### config.mk
export PLATFORM = sky130hd
export DESIGN_NAME = floor_request_top
export DESIGN_NICKNAME = d
export VERILOG_FILES = /design/src/rtl/floor_pkg.sv /design/src/rtl/dispatch_if.sv /design/src/rtl/floor_request_top.sv /design/src/rtl/destination_dispatcher.sv /design/src/rtl/request_register.sv
export SDC_FILE = /design/constraint.sdc
export NUM_CORES = 1
export LEC_CHECK = 0
export BUFFER_PORTS_ARGS = -buffer_cell sky130_fd_sc_hd__buf_2
export CORE_MARGIN = 4
export CORE_UTILIZATION = 54
export CTS_CLUSTER_SIZE = 24
export DETAILED_ROUTE_END_ITERATION = 16
export PLACE_DENSITY = 0.84
export SLEW_MARGIN = 20
export SYNTH_ARGS = -nofsm -noshare
export SYNTH_HDL_FRONTEND = slang
export SYNTH_SLANG_ARGS = --single-unit
### constraint.sdc
create_clock -name clock -period 3.65 [get_ports clock]
set_input_delay 0.73 -clock clock [delete_from_list [all_inputs] [get_ports clock]]
set_output_delay 0.73 -clock clock [all_outputs]
set_load 0.05 [all_outputs]
### src/rtl/floor_pkg.sv
/*
 * Floor request package
 * Landing count, floor and mask types, direction codes and the
 * dispatcher state encoding shared by the request blocks
 */

`default_nettype none

package floor_pkg;

    ////////////////////////////////////////////////////////////////////////////
    // Building geometry
    ////////////////////////////////////////////////////////////////////////////

    // Number of landings served by the car
    localparam int NUM_FLOORS = 11;

    // Floor index, 0 is the first landing and 10 the eleventh
    typedef logic [3:0] floor_t;

    // One bit per landing for buttons, lights and pending requests
    typedef logic [NUM_FLOORS-1:0] floor_mask_t;

    ////////////////////////////////////////////////////////////////////////////
    // Car control encodings
    ////////////////////////////////////////////////////////////////////////////

    // Direction selector towards the car controller
    localparam logic DIR_UP   = 1'b1;
    localparam logic DIR_DOWN = 1'b0;

    // Dispatcher FSM states
    typedef enum logic {
        DISP_IDLE   = 1'b0,
        DISP_ACTIVE = 1'b1
    } dispatch_state_t;

endpackage : floor_pkg

`default_nettype wire
### src/rtl/dispatch_if.sv
/*
 * Request to dispatcher link
 * Pending mask and service enable flow towards the dispatcher, the
 * serviced strobe and its floor flow back to clear the lights
 */

`default_nettype none

interface dispatch_if;
    import floor_pkg::*;

    // Driven by the request register
    floor_mask_t pending;
    logic        service_enable;

    // Driven by the dispatcher, serviced is high for a single cycle
    logic        serviced;
    floor_t      serviced_floor;

    modport requests (
        output pending,
        output service_enable,
        input  serviced,
        input  serviced_floor
    );

    modport dispatch (
        input  pending,
        input  service_enable,
        output serviced,
        output serviced_floor
    );

endinterface : dispatch_if

`default_nettype wire

### src/rtl/floor_request_top.sv
/*
 * Floor request top level
 * Request lights and destination dispatch for an eleven floor car,
 * joined by the dispatch link
 */

`default_nettype none

module floor_request_top (
    input  wire logic                   clock,
    input  wire logic                   reset_n,

    // Hall and car panel buttons, high while pressed
    input  wire floor_pkg::floor_mask_t floor_call_buttons,
    input  wire floor_pkg::floor_mask_t panel_buttons,
    input  wire logic                   emergency_btn,
    input  wire logic                   power_switch,

    // Car status from the motion controller
    input  wire floor_pkg::floor_t      current_floor,
    input  wire logic                   elevator_moving,

    // Button illumination
    output floor_pkg::floor_mask_t      call_button_lights,
    output floor_pkg::floor_mask_t      panel_button_lights,

    // Commands to the motion controller
    output floor_pkg::floor_t           floor_selector,
    output logic                        direction_selector,
    output logic                        activate_elevator
);

    ////////////////////////////////////////////////////////////////////////////
    // Link between the two blocks
    ////////////////////////////////////////////////////////////////////////////

    dispatch_if link ();

    ////////////////////////////////////////////////////////////////////////////
    // Request lights
    ////////////////////////////////////////////////////////////////////////////

    request_register u_request_register (
        .clock               (clock),
        .reset_n             (reset_n),
        .floor_call_buttons  (floor_call_buttons),
        .panel_buttons       (panel_buttons),
        .power_switch        (power_switch),
        .emergency_btn       (emergency_btn),
        .current_floor       (current_floor),
        .call_button_lights  (call_button_lights),
        .panel_button_lights (panel_button_lights),
        .link                (link.requests)
    );

    ////////////////////////////////////////////////////////////////////////////
    // Target selection and car commands
    ////////////////////////////////////////////////////////////////////////////

    destination_dispatcher u_destination_dispatcher (
        .clock              (clock),
        .reset_n            (reset_n),
        .current_floor      (current_floor),
        .elevator_moving    (elevator_moving),
        .floor_selector     (floor_selector),
        .direction_selector (direction_selector),
        .activate_elevator  (activate_elevator),
        .link               (link.dispatch)
    );

endmodule : floor_request_top

`default_nettype wire

### src/rtl/destination_dispatcher.sv
/*
 * Destination dispatcher
 * Picks the highest pending landing as target, asks the car controller
 * to move towards it and strobes serviced once the car stops there
 */

`default_nettype none

module destination_dispatcher (
    input  wire logic              clock,
    input  wire logic              reset_n,
    input  wire floor_pkg::floor_t current_floor,
    input  wire logic              elevator_moving,
    output floor_pkg::floor_t      floor_selector,
    output logic                   direction_selector,
    output logic                   activate_elevator,
    dispatch_if.dispatch           link
);
    import floor_pkg::*;

    // Highest set bit of the mask, later floors override earlier ones
    function automatic floor_t highest_floor(floor_mask_t mask);
        floor_t floor;
        floor = '0;
        for (int i = 0; i < NUM_FLOORS; i++) begin
            if (mask[i]) begin
                floor = floor_t'(i);
            end
        end
        return floor;
    endfunction

    ////////////////////////////////////////////////////////////////////////////
    // Decision terms
    ////////////////////////////////////////////////////////////////////////////

    dispatch_state_t state;
    logic            serviced;
    floor_t          serviced_floor;
    floor_t          next_target;
    logic            can_act;
    logic            at_target;
    logic            here_pending;

    // The cycle after a strobe is skipped, the light it cleared
    // still shows in pending at that edge
    assign can_act = link.service_enable && !elevator_moving && !serviced;

    assign at_target    = (current_floor == floor_selector);
    assign here_pending = |(link.pending
                            & (NUM_FLOORS'(1) << current_floor));
    assign next_target  = highest_floor(link.pending);

    ////////////////////////////////////////////////////////////////////////////
    // FSM
    ////////////////////////////////////////////////////////////////////////////

    always_ff @(posedge clock or negedge reset_n) begin
        if (!reset_n) begin
            state              <= DISP_IDLE;
            floor_selector     <= '0;
            direction_selector <= DIR_UP;
            serviced           <= 1'b0;
        end else begin
            serviced <= 1'b0;
            if (can_act) begin
                case (state)
                    DISP_IDLE: begin
                        if (here_pending) begin
                            // Request at the landing where the car waits
                            serviced <= 1'b1;
                        end else if (link.pending != '0) begin
                            floor_selector     <= next_target;
                            direction_selector <= (next_target > current_floor) ?
                                                  DIR_UP : DIR_DOWN;
                            state              <= DISP_ACTIVE;
                        end
                    end
                    DISP_ACTIVE: begin
                        if (at_target) begin
                            serviced <= 1'b1;
                            state    <= DISP_IDLE;
                        end
                    end
                    default: begin
                        state <= DISP_IDLE;
                    end
                endcase
            end
        end
    end

    // Landing that goes with the strobe
    always_ff @(posedge clock) begin
        if (can_act) begin
            serviced_floor <= (state == DISP_ACTIVE) ? floor_selector : current_floor;
        end
    end

    // Level held until the car stops at the target
    assign activate_elevator = (state == DISP_ACTIVE) && link.service_enable
                               && !elevator_moving && !at_target;

    assign link.serviced       = serviced;
    assign link.serviced_floor = serviced_floor;

    ////////////////////////////////////////////////////////////////////////////
    // Checks
    ////////////////////////////////////////////////////////////////////////////

    a_no_activate_moving : assert property (
        @(posedge clock) disable iff (!reset_n)
        elevator_moving |-> !activate_elevator
    ) else $error("activate_elevator high while the car is moving");

    // Strobe lasts one cycle so a light is cleared only once
    a_serviced_single : assert property (
        @(posedge clock) disable iff (!reset_n)
        link.serviced |=> !link.serviced
    ) else $error("serviced strobe held for two cycles");

endmodule : destination_dispatcher

`default_nettype wire

### src/rtl/request_register.sv
/*
 * Request register
 * Latches hall calls and car panel presses into request lights, clears
 * the lights of a serviced floor and publishes the pending mask
 */

`default_nettype none

module request_register (
    input  wire logic                  clock,
    input  wire logic                  reset_n,
    input  wire floor_pkg::floor_mask_t floor_call_buttons,
    input  wire floor_pkg::floor_mask_t panel_buttons,
    input  wire logic                  power_switch,
    input  wire logic                  emergency_btn,
    input  wire floor_pkg::floor_t     current_floor,
    output floor_pkg::floor_mask_t     call_button_lights,
    output floor_pkg::floor_mask_t     panel_button_lights,
    dispatch_if.requests               link
);
    import floor_pkg::*;

    // Landing decoded to one bit, zero for an index past the top floor
    function automatic floor_mask_t floor_onehot(floor_t floor);
        floor_mask_t mask;
        mask = '0;
        for (int i = 0; i < NUM_FLOORS; i++) begin
            mask[i] = (floor == floor_t'(i));
        end
        return mask;
    endfunction

    ////////////////////////////////////////////////////////////////////////////
    // Set and clear masks
    ////////////////////////////////////////////////////////////////////////////

    logic        service_enable;
    floor_mask_t here_mask;
    floor_mask_t clear_mask;
    floor_mask_t call_next;
    floor_mask_t panel_next;

    // Requests are only taken with power on and no emergency
    assign service_enable = power_switch && !emergency_btn;

    // Presses at the landing where the car stands are ignored
    assign here_mask  = floor_onehot(current_floor);
    assign clear_mask = link.serviced ? floor_onehot(link.serviced_floor) : '0;

    // Clearing wins over a press at the same edge
    assign call_next  = (call_button_lights | (floor_call_buttons & ~here_mask))
                        & ~clear_mask;
    assign panel_next = (panel_button_lights | (panel_buttons & ~here_mask))
                        & ~clear_mask;

    ////////////////////////////////////////////////////////////////////////////
    // Light registers
    ////////////////////////////////////////////////////////////////////////////

    always_ff @(posedge clock or negedge reset_n) begin
        if (!reset_n) begin
            call_button_lights  <= '0;
            panel_button_lights <= '0;
        end else if (service_enable) begin
            call_button_lights  <= call_next;
            panel_button_lights <= panel_next;
        end
    end

    // Towards the dispatcher
    assign link.pending        = call_button_lights | panel_button_lights;
    assign link.service_enable = service_enable;

    ////////////////////////////////////////////////////////////////////////////
    // Checks
    ////////////////////////////////////////////////////////////////////////////

    // A light that turns on never belongs to the landing the car stood at
    property p_no_light_at_car;
        @(posedge clock) disable iff (!reset_n)
        1'b1 |=> (((call_button_lights & ~$past(call_button_lights))
                  | (panel_button_lights & ~$past(panel_button_lights)))
                  & $past(here_mask)) == '0;
    endproperty

    a_no_light_at_car : assert property (p_no_light_at_car)
        else $error("request light set at the floor where the car stands");

endmodule : request_register

`default_nettype wire

==> metrics, run 1 <==
Post-DP HPWL around 3800 um; pin count of the biggest net entering global routing 30; top cells by area, synth dfrtp_1 (38%), a21oi_1 (13%), edfxtp_1 (6.5%); RePlAce Congestion roughly 0.93; # IOs 59; Initial Util 58.5%; Critical Path Start Type flip-flop; WS Path Type reg -> reg; DRC 0; clk root buf clkbuf_4; PwrDens 442 nW/um2; Seq pwr share 47.7%; VDD IR max roughly 580 uV; Worst-path clk slew ~0.10 ns; CP required slightly below 4 ns; sequential area share after synthesis between 40 and 50%; Diodes inserted 0; global-route wire length before repair approximately 7500 um; met2 Use GR 35.9%; Setup Viol. Count Final 0; Buf+Inv Stages, Crit Path 1; Hold Crit Class in -> async; Syn. warnings 0; maxcap violations 0; commonest cells after routing, fill and taps aside buf_2 (58), a21oi_1 (48), dfrtp_1 (28); htree depth 2; footprint of the multi-input gates about 930 um2; Switch Pwr 0.000362 W; EDFF count, synth 4; # port buffers slightly below 60; chip width 66.4 um; Yosys reg bits 33; CTS Buffer Depth 2; WL/cell about 16 um; vias per cell approximately 5.7; Total Power Consumption 0.000979 W; Post-Route WL 4790 um; TritonCTS Buffers 5; Final Hold Viols 0; clock skew ~0.005 ns; RSZ-0062 raised after global routing no; Post-CTS Setup Inserts 0; Setup TNS 0 ns; met1 global-route usage between 30% and 40%; core region area roughly 3200 um2; final period utilization around 69%; CP Capture Type flip-flop; Post-Synthesis Cells ~190; DR iter-0 viols between 90 and 100; worst slew pin tran roughly 0.93 ns; top cell type's share of synthesized area 38.0%; First-pass DRT Iterations 4; CP max stage delay roughly 0.48 ns; Clk Latency, worst-skew pair 0.32 ns; Clk pwr share a little over a fifth; Die Span Y 66.4 um; Synth Cell Area roughly 1800 um2; fill cell count around 280; Primary FF master, synth dfrtp_1; Comb pwr share between 30 and 40%; status finished, final reports clean; most frequent CP cell nor2_1; ys async rst share 87.9%; Max Slew Vio Count 0; cell taking the most area after synthesis dfrtp_1; Leak roughly 0.87 nW; Top delay family on crit path simple AND/OR/NAND/NOR gates; fmax 0.399 GHz; GR Util All Layers 23.1%; gr ovfl total 0; busiest grt layer met2; CTS Sinks 33; Distinct cells, synth 45; Final min period 2.51 ns; CTS tree done; # rows 20; share of cells above drive strength 1 30.0%; via count about 1700; die area 4410 um2; most common cell after layout, fill and taps aside buf_2; Cell Chain, Critical Path nor2_1 > nand2_1 > nor3_1 > inv_1 > nor2_1 > ha_1 > o21ai_0 > nand2b_1 > a21oi_1 > a41oi_1 > mux2_4; # hold bufs at CTS 0; switch share approximately 37%; M3 GR Usage under 10%; Rel. slew slack between 30 and 40%; register area between 800 and 900 um2; Post-Synthesis Net Count roughly 230; worst path arrival time between 2 and 3 ns; number of global-route vias before repair 1555; Layout Area Growth over Synthesis 20.2%; antenna violations before repair 0; Post-Syn Area per Cell roughly 9.6 um2; Cell Int Power around 0.0006 W; Final #Nets between 200 and 300; CP Max Fanout 4; Resize count post-CTS 0; crit path max-delay cell type nor3_1; Final ANT Viol Nets 0
## routing by layer
metal | vias up | wire length (um)
li1 | 833 | -
met1 | 799 | 2170
met2 | 58 | 2270
met3 | 2 | 336
met4 | 0 | 19
met5 | - | 0
## cell families (layout without fill, tap and decap cells)
logic type / Yosys count / in the layout / synth area share, %
AO/OA/AOI/OAI: 73 / 73 / 24.0
AND/OR/NAND/NOR: 59 / 59 / 18.1
flip-flops: 33 / 33 / 46.0
buffers and inverters: 14 / 75 / 3.73
multiplexers: 5 / 5 / 3.60
adder cells (fa/ha/maj): 4 / 4 / 2.72
XOR/XNOR: 4 / 4 / 1.90
## cell type report
type / instances / area share (%)
flip-flops and latches: 33 / 38.2
clock buffers: 8 / 2.65
well taps: 44 / 2.48
multi-input cells: 145 / 41.8
inverters: 8 / 1.36
repair buffers: 59 / 13.4
## power groups by stage
stage	clock, W	sequential, W	combinational, W
CTS	0.000215	0.000466	0.000303
detailed placement	0	0.000474	0.000302
global placement	0	0.000471	0.000299
floorplan	0	0.000554	0.000138
finish	0.000211	0.000467	0.000301
global route	0.000234	0.000476	0.000324
## synthesized netlist by cell type, types with 2 or more instances
| cell | n |
|---|---|
| a21oi_1 | 48 |
| dfrtp_1 | 28 |
| nor2_1 | 16 |
| inv_1 | 8 |
| nand2_1 | 8 |
| a31oi_1 | 7 |
| nor2b_1 | 6 |
| nor3_1 | 6 |
| o21ai_0 | 6 |
| edfxtp_1 | 4 |
| ha_1 | 4 |
| nand2b_1 | 4 |
| o32ai_1 | 4 |
| xnor2_1 | 4 |
| mux2_4 | 3 |
| and3_1 | 2 |
| buf_4 | 2 |
| clkbuf_1 | 2 |
| nor3b_1 | 2 |
| o311ai_0 | 2 |
| or2b_1 | 2 |
## per-stage QoR
step           hold WS (ns)  util (%)  worst slack, ns  std cells  instance area, um2
6_report              0.423      70.3             1.14        297                2220
5_1_grt               0.453      70.3            0.974        297                2220
4_1_cts               0.423      70.3             1.12        297                2220
3_5_place_dp          0.540      68.4             1.03        289                2160
3_3_place_gp          0.526      68.4             1.09        289                2160
2_1_floorplan         0.434         -            0.696        192                1840
## worst reg2reg max path, cell delays in order, from the launching register on
cell	delay, ns
dfrtp_1	0.42
nor2_1	0.25
nand2_1	0.10
nor3_1	0.48
inv_1	0.13
nor2_1	0.18
ha_1	0.26
o21ai_0	0.08
nand2b_1	0.07
a21oi_1	0.15
a41oi_1	0.06
mux2_4	0.28
## path summary, 6_finish.rpt
path / startpoint / end / slack (ns) / cells after the start
worst max-delay path: u_request_register.panel_button_lights[9] / u_destination_dispatcher.direction_selector / 1.14 / 11
max in group asynchronous: reset_n / u_request_register.panel_button_lights[2] / 2.80 / 1
min in group clock: u_request_register.call_button_lights[1] / u_request_register.call_button_lights[1] / 0.56 / 2
worst min-delay path: reset_n / u_destination_dispatcher.floor_selector[2] / 0.42 / 1
worst max register to register: u_request_register.panel_button_lights[9] / u_destination_dispatcher.direction_selector / 1.14 / 11
worst min register to register: u_request_register.call_button_lights[1] / u_request_register.call_button_lights[1] / 0.56 / 2
## state kept, by name (all words and copies together), names as in the netlist
signal,cells
u_destination_dispatcher.direction_selector,1
u_destination_dispatcher.floor_selector,4
u_destination_dispatcher.link.serviced,1
u_destination_dispatcher.link.serviced_floor,4
u_destination_dispatcher.state,1
u_request_register.call_button_lights,11
u_request_register.panel_button_lights,11
No activity file was read; power rests on OpenSTA's default activity.
==> run 2: changes to the inputs <==
- CORE_UTILIZATION: 54 -> 50
- PLACE_DENSITY: 0.84 -> 0.79
- clock period: 3.65 -> 2.6 ns (I/O delays scaled with it)
==> metrics, run 2 (synthesis gave the netlist of run 1 again) <==
status finished, final reports clean; clk root buf clkbuf_8; worst slew pin tran 0.658 ns (-0.273 ns); footprint of the multi-input gates 933 um2 (+0.67%); CTS tree done; core region area 3440 um2 (+9.2%); final period utilization 94.1% (+25 points); register area 847 um2 (unchanged); antenna violations before repair 0 (unchanged); CP required 2.81 ns (-1.10 ns); clock skew 0.00503 ns (-0.0000876 ns); largest registers u_request_register.call_button_lights (11), u_request_register.panel_button_lights (11); PwrDens 686 nW/um2 (+55%); worst path arrival time 2.66 ns (-0.11 ns); CTS Sinks 33 (unchanged); Die Span Y 68.7 um (+3.4%); Post-CTS Setup Inserts 0 (unchanged); die area 4720 um2 (+7.0%); WS Path Type reg -> reg; # IOs 59 (unchanged); fill cell count 285 (+1.1%); Max Slew Vio Count 0 (unchanged); Setup WS pre-CTS 0.239 ns (-0.793 ns); WL/cell 16.7 um (+3.5%); Post-Route WL 5060 um (+5.6%); commonest cells after routing, fill and taps aside buf_2 (58), a21oi_1 (48), dfrtp_1 (28); DR iter-0 viols 175 (+86%); Resize count post-CTS 0 (unchanged); Final ANT Viol Nets 0 (unchanged); most common cell after layout, fill and taps aside buf_2; RePlAce Congestion 0.884 (-4.8%); gr ovfl total 0 (unchanged); htree depth 2 (unchanged); Layout Area Growth over Synthesis 25.5%; CP Max Fanout 4 (unchanged); via count 1778 (+5.1%); number of global-route vias before repair 1672 (+7.5%); Critical Path Start Type flip-flop; Setup TNS 0 ns (unchanged); fin worst setup slack 0.152 ns (-0.988 ns); Final Hold Viols 0 (unchanged); vias per cell 5.87 (+3.0%); placed cell count 295 (+2.1%); RSZ-0062 raised after global routing no; Final min period 2.45 ns (-0.0617 ns); TritonCTS Buffers 5 (unchanged); Hold Crit Class in -> async; # hold bufs at CTS 0 (unchanged); DRC 0 (unchanged); Diodes inserted 0 (unchanged); Post-DP HPWL 3810 um (+0.21%); Total Power Consumption 0.00159 W (+62%); CTS Buffer Depth 2 (unchanged); First-pass DRT Iterations 4 (unchanged); Post-Layout Cell Count 303 (+2.0%); Final #Nets 291 (+1.4%); Leak 0.916 nW (+5.4%); GR Util All Layers 22.8% (-0.33 points); fmax 0.409 GHz (+2.5%); maxcap violations 0 (unchanged); global-route wire length before repair 7760 um (+3.6%); Reg2Reg Setup Slack 0.15 ns (-0.99 ns); pin count of the biggest net entering global routing 30 (unchanged); Initial Util 53.5% (-4.9 points); Worst-path clk slew 0.07 ns (-0.03 ns); chip width 68.7 um (+3.4%); Setup Viol. Count Final 0 (unchanged); share of cells above drive strength 1 31.9% (+1.9 points); # rows 21 (+5.0%); CP Capture Type flip-flop; # port buffers 58 (unchanged); Rel. slew slack 56.1% (+19 points); VDD IR max 507 uV (-13%); Clk Latency, worst-skew pair 0.29 ns (-0.03 ns)
## run 2: cell count changes in the layout (fill, tap and decap cells not counted), sizes merged
cell    change
clkbuf      -1
buf         +4
bufinv      +1
## run 2: layer usage
layer	track usage, %	share of wire [%]	vias to the layer above
li1	-	-	844
met1	30.8	42	833
met2	35.5	46	92
met3	5.51	11	9
met4	8.03	1.9	0
met5	0	0	-
## run 2: per-stage QoR
stage	hold slack (ns)	area [um2]	utilization, %
after floorplan	0.224	1840	-
after detailed placement	0.533	2190	63.6
final	0.260	2310	67.2
after CTS	0.279	2310	67.0
after global placement	0.520	2190	63.6
after global routing	0.311	2310	67.2
## run 2: path summary, 6_finish.rpt
| path | from | to | depth (start not counted) |
|---|---|---|---|
| min in group clock | floor_call_buttons[1] | u_request_register.call_button_lights[1] | 3 |
| worst min register to register | u_request_register.panel_button_lights[1] | u_request_register.panel_button_lights[1] | 2 |
| worst max register to register | u_request_register.panel_button_lights[3] | u_destination_dispatcher.direction_selector | 12 |
| worst max-delay path | u_request_register.panel_button_lights[3] | u_destination_dispatcher.direction_selector | 12 |
| max in group asynchronous | reset_n | u_request_register.panel_button_lights[10] | 1 |
| worst min-delay path | reset_n | u_destination_dispatcher.floor_selector[3] | 1 |
## run 2: area by class of cell
cell class	instances	area share, %
tap	46	2.49
sequential	33	36.6
inverter	8	1.30
multi-input combinational	145	40.4
timing repair buffer	63	14.2
clock inverter	1	1.30
clock buffer	7	3.73
## run 2: worst max-delay path: stages, from the launching register on
cell      delay, ns
dfrtp_1        0.39
nor2_1         0.24
o31ai_1        0.12
a21boi_0       0.21
o311ai_0       0.14
o311ai_0       0.20
ha_1           0.26
nor2b_1        0.05
o21ai_0        0.19
nand2b_1       0.10
a21oi_1        0.15
a41oi_1        0.06
mux2_4         0.27
## run 2: power by group
part           switching, W  internal (W)
Combinational      0.000285      0.000144
Sequential        0.0000688      0.000591
Clock              0.000183      0.000312
Total              0.000537       0.00105
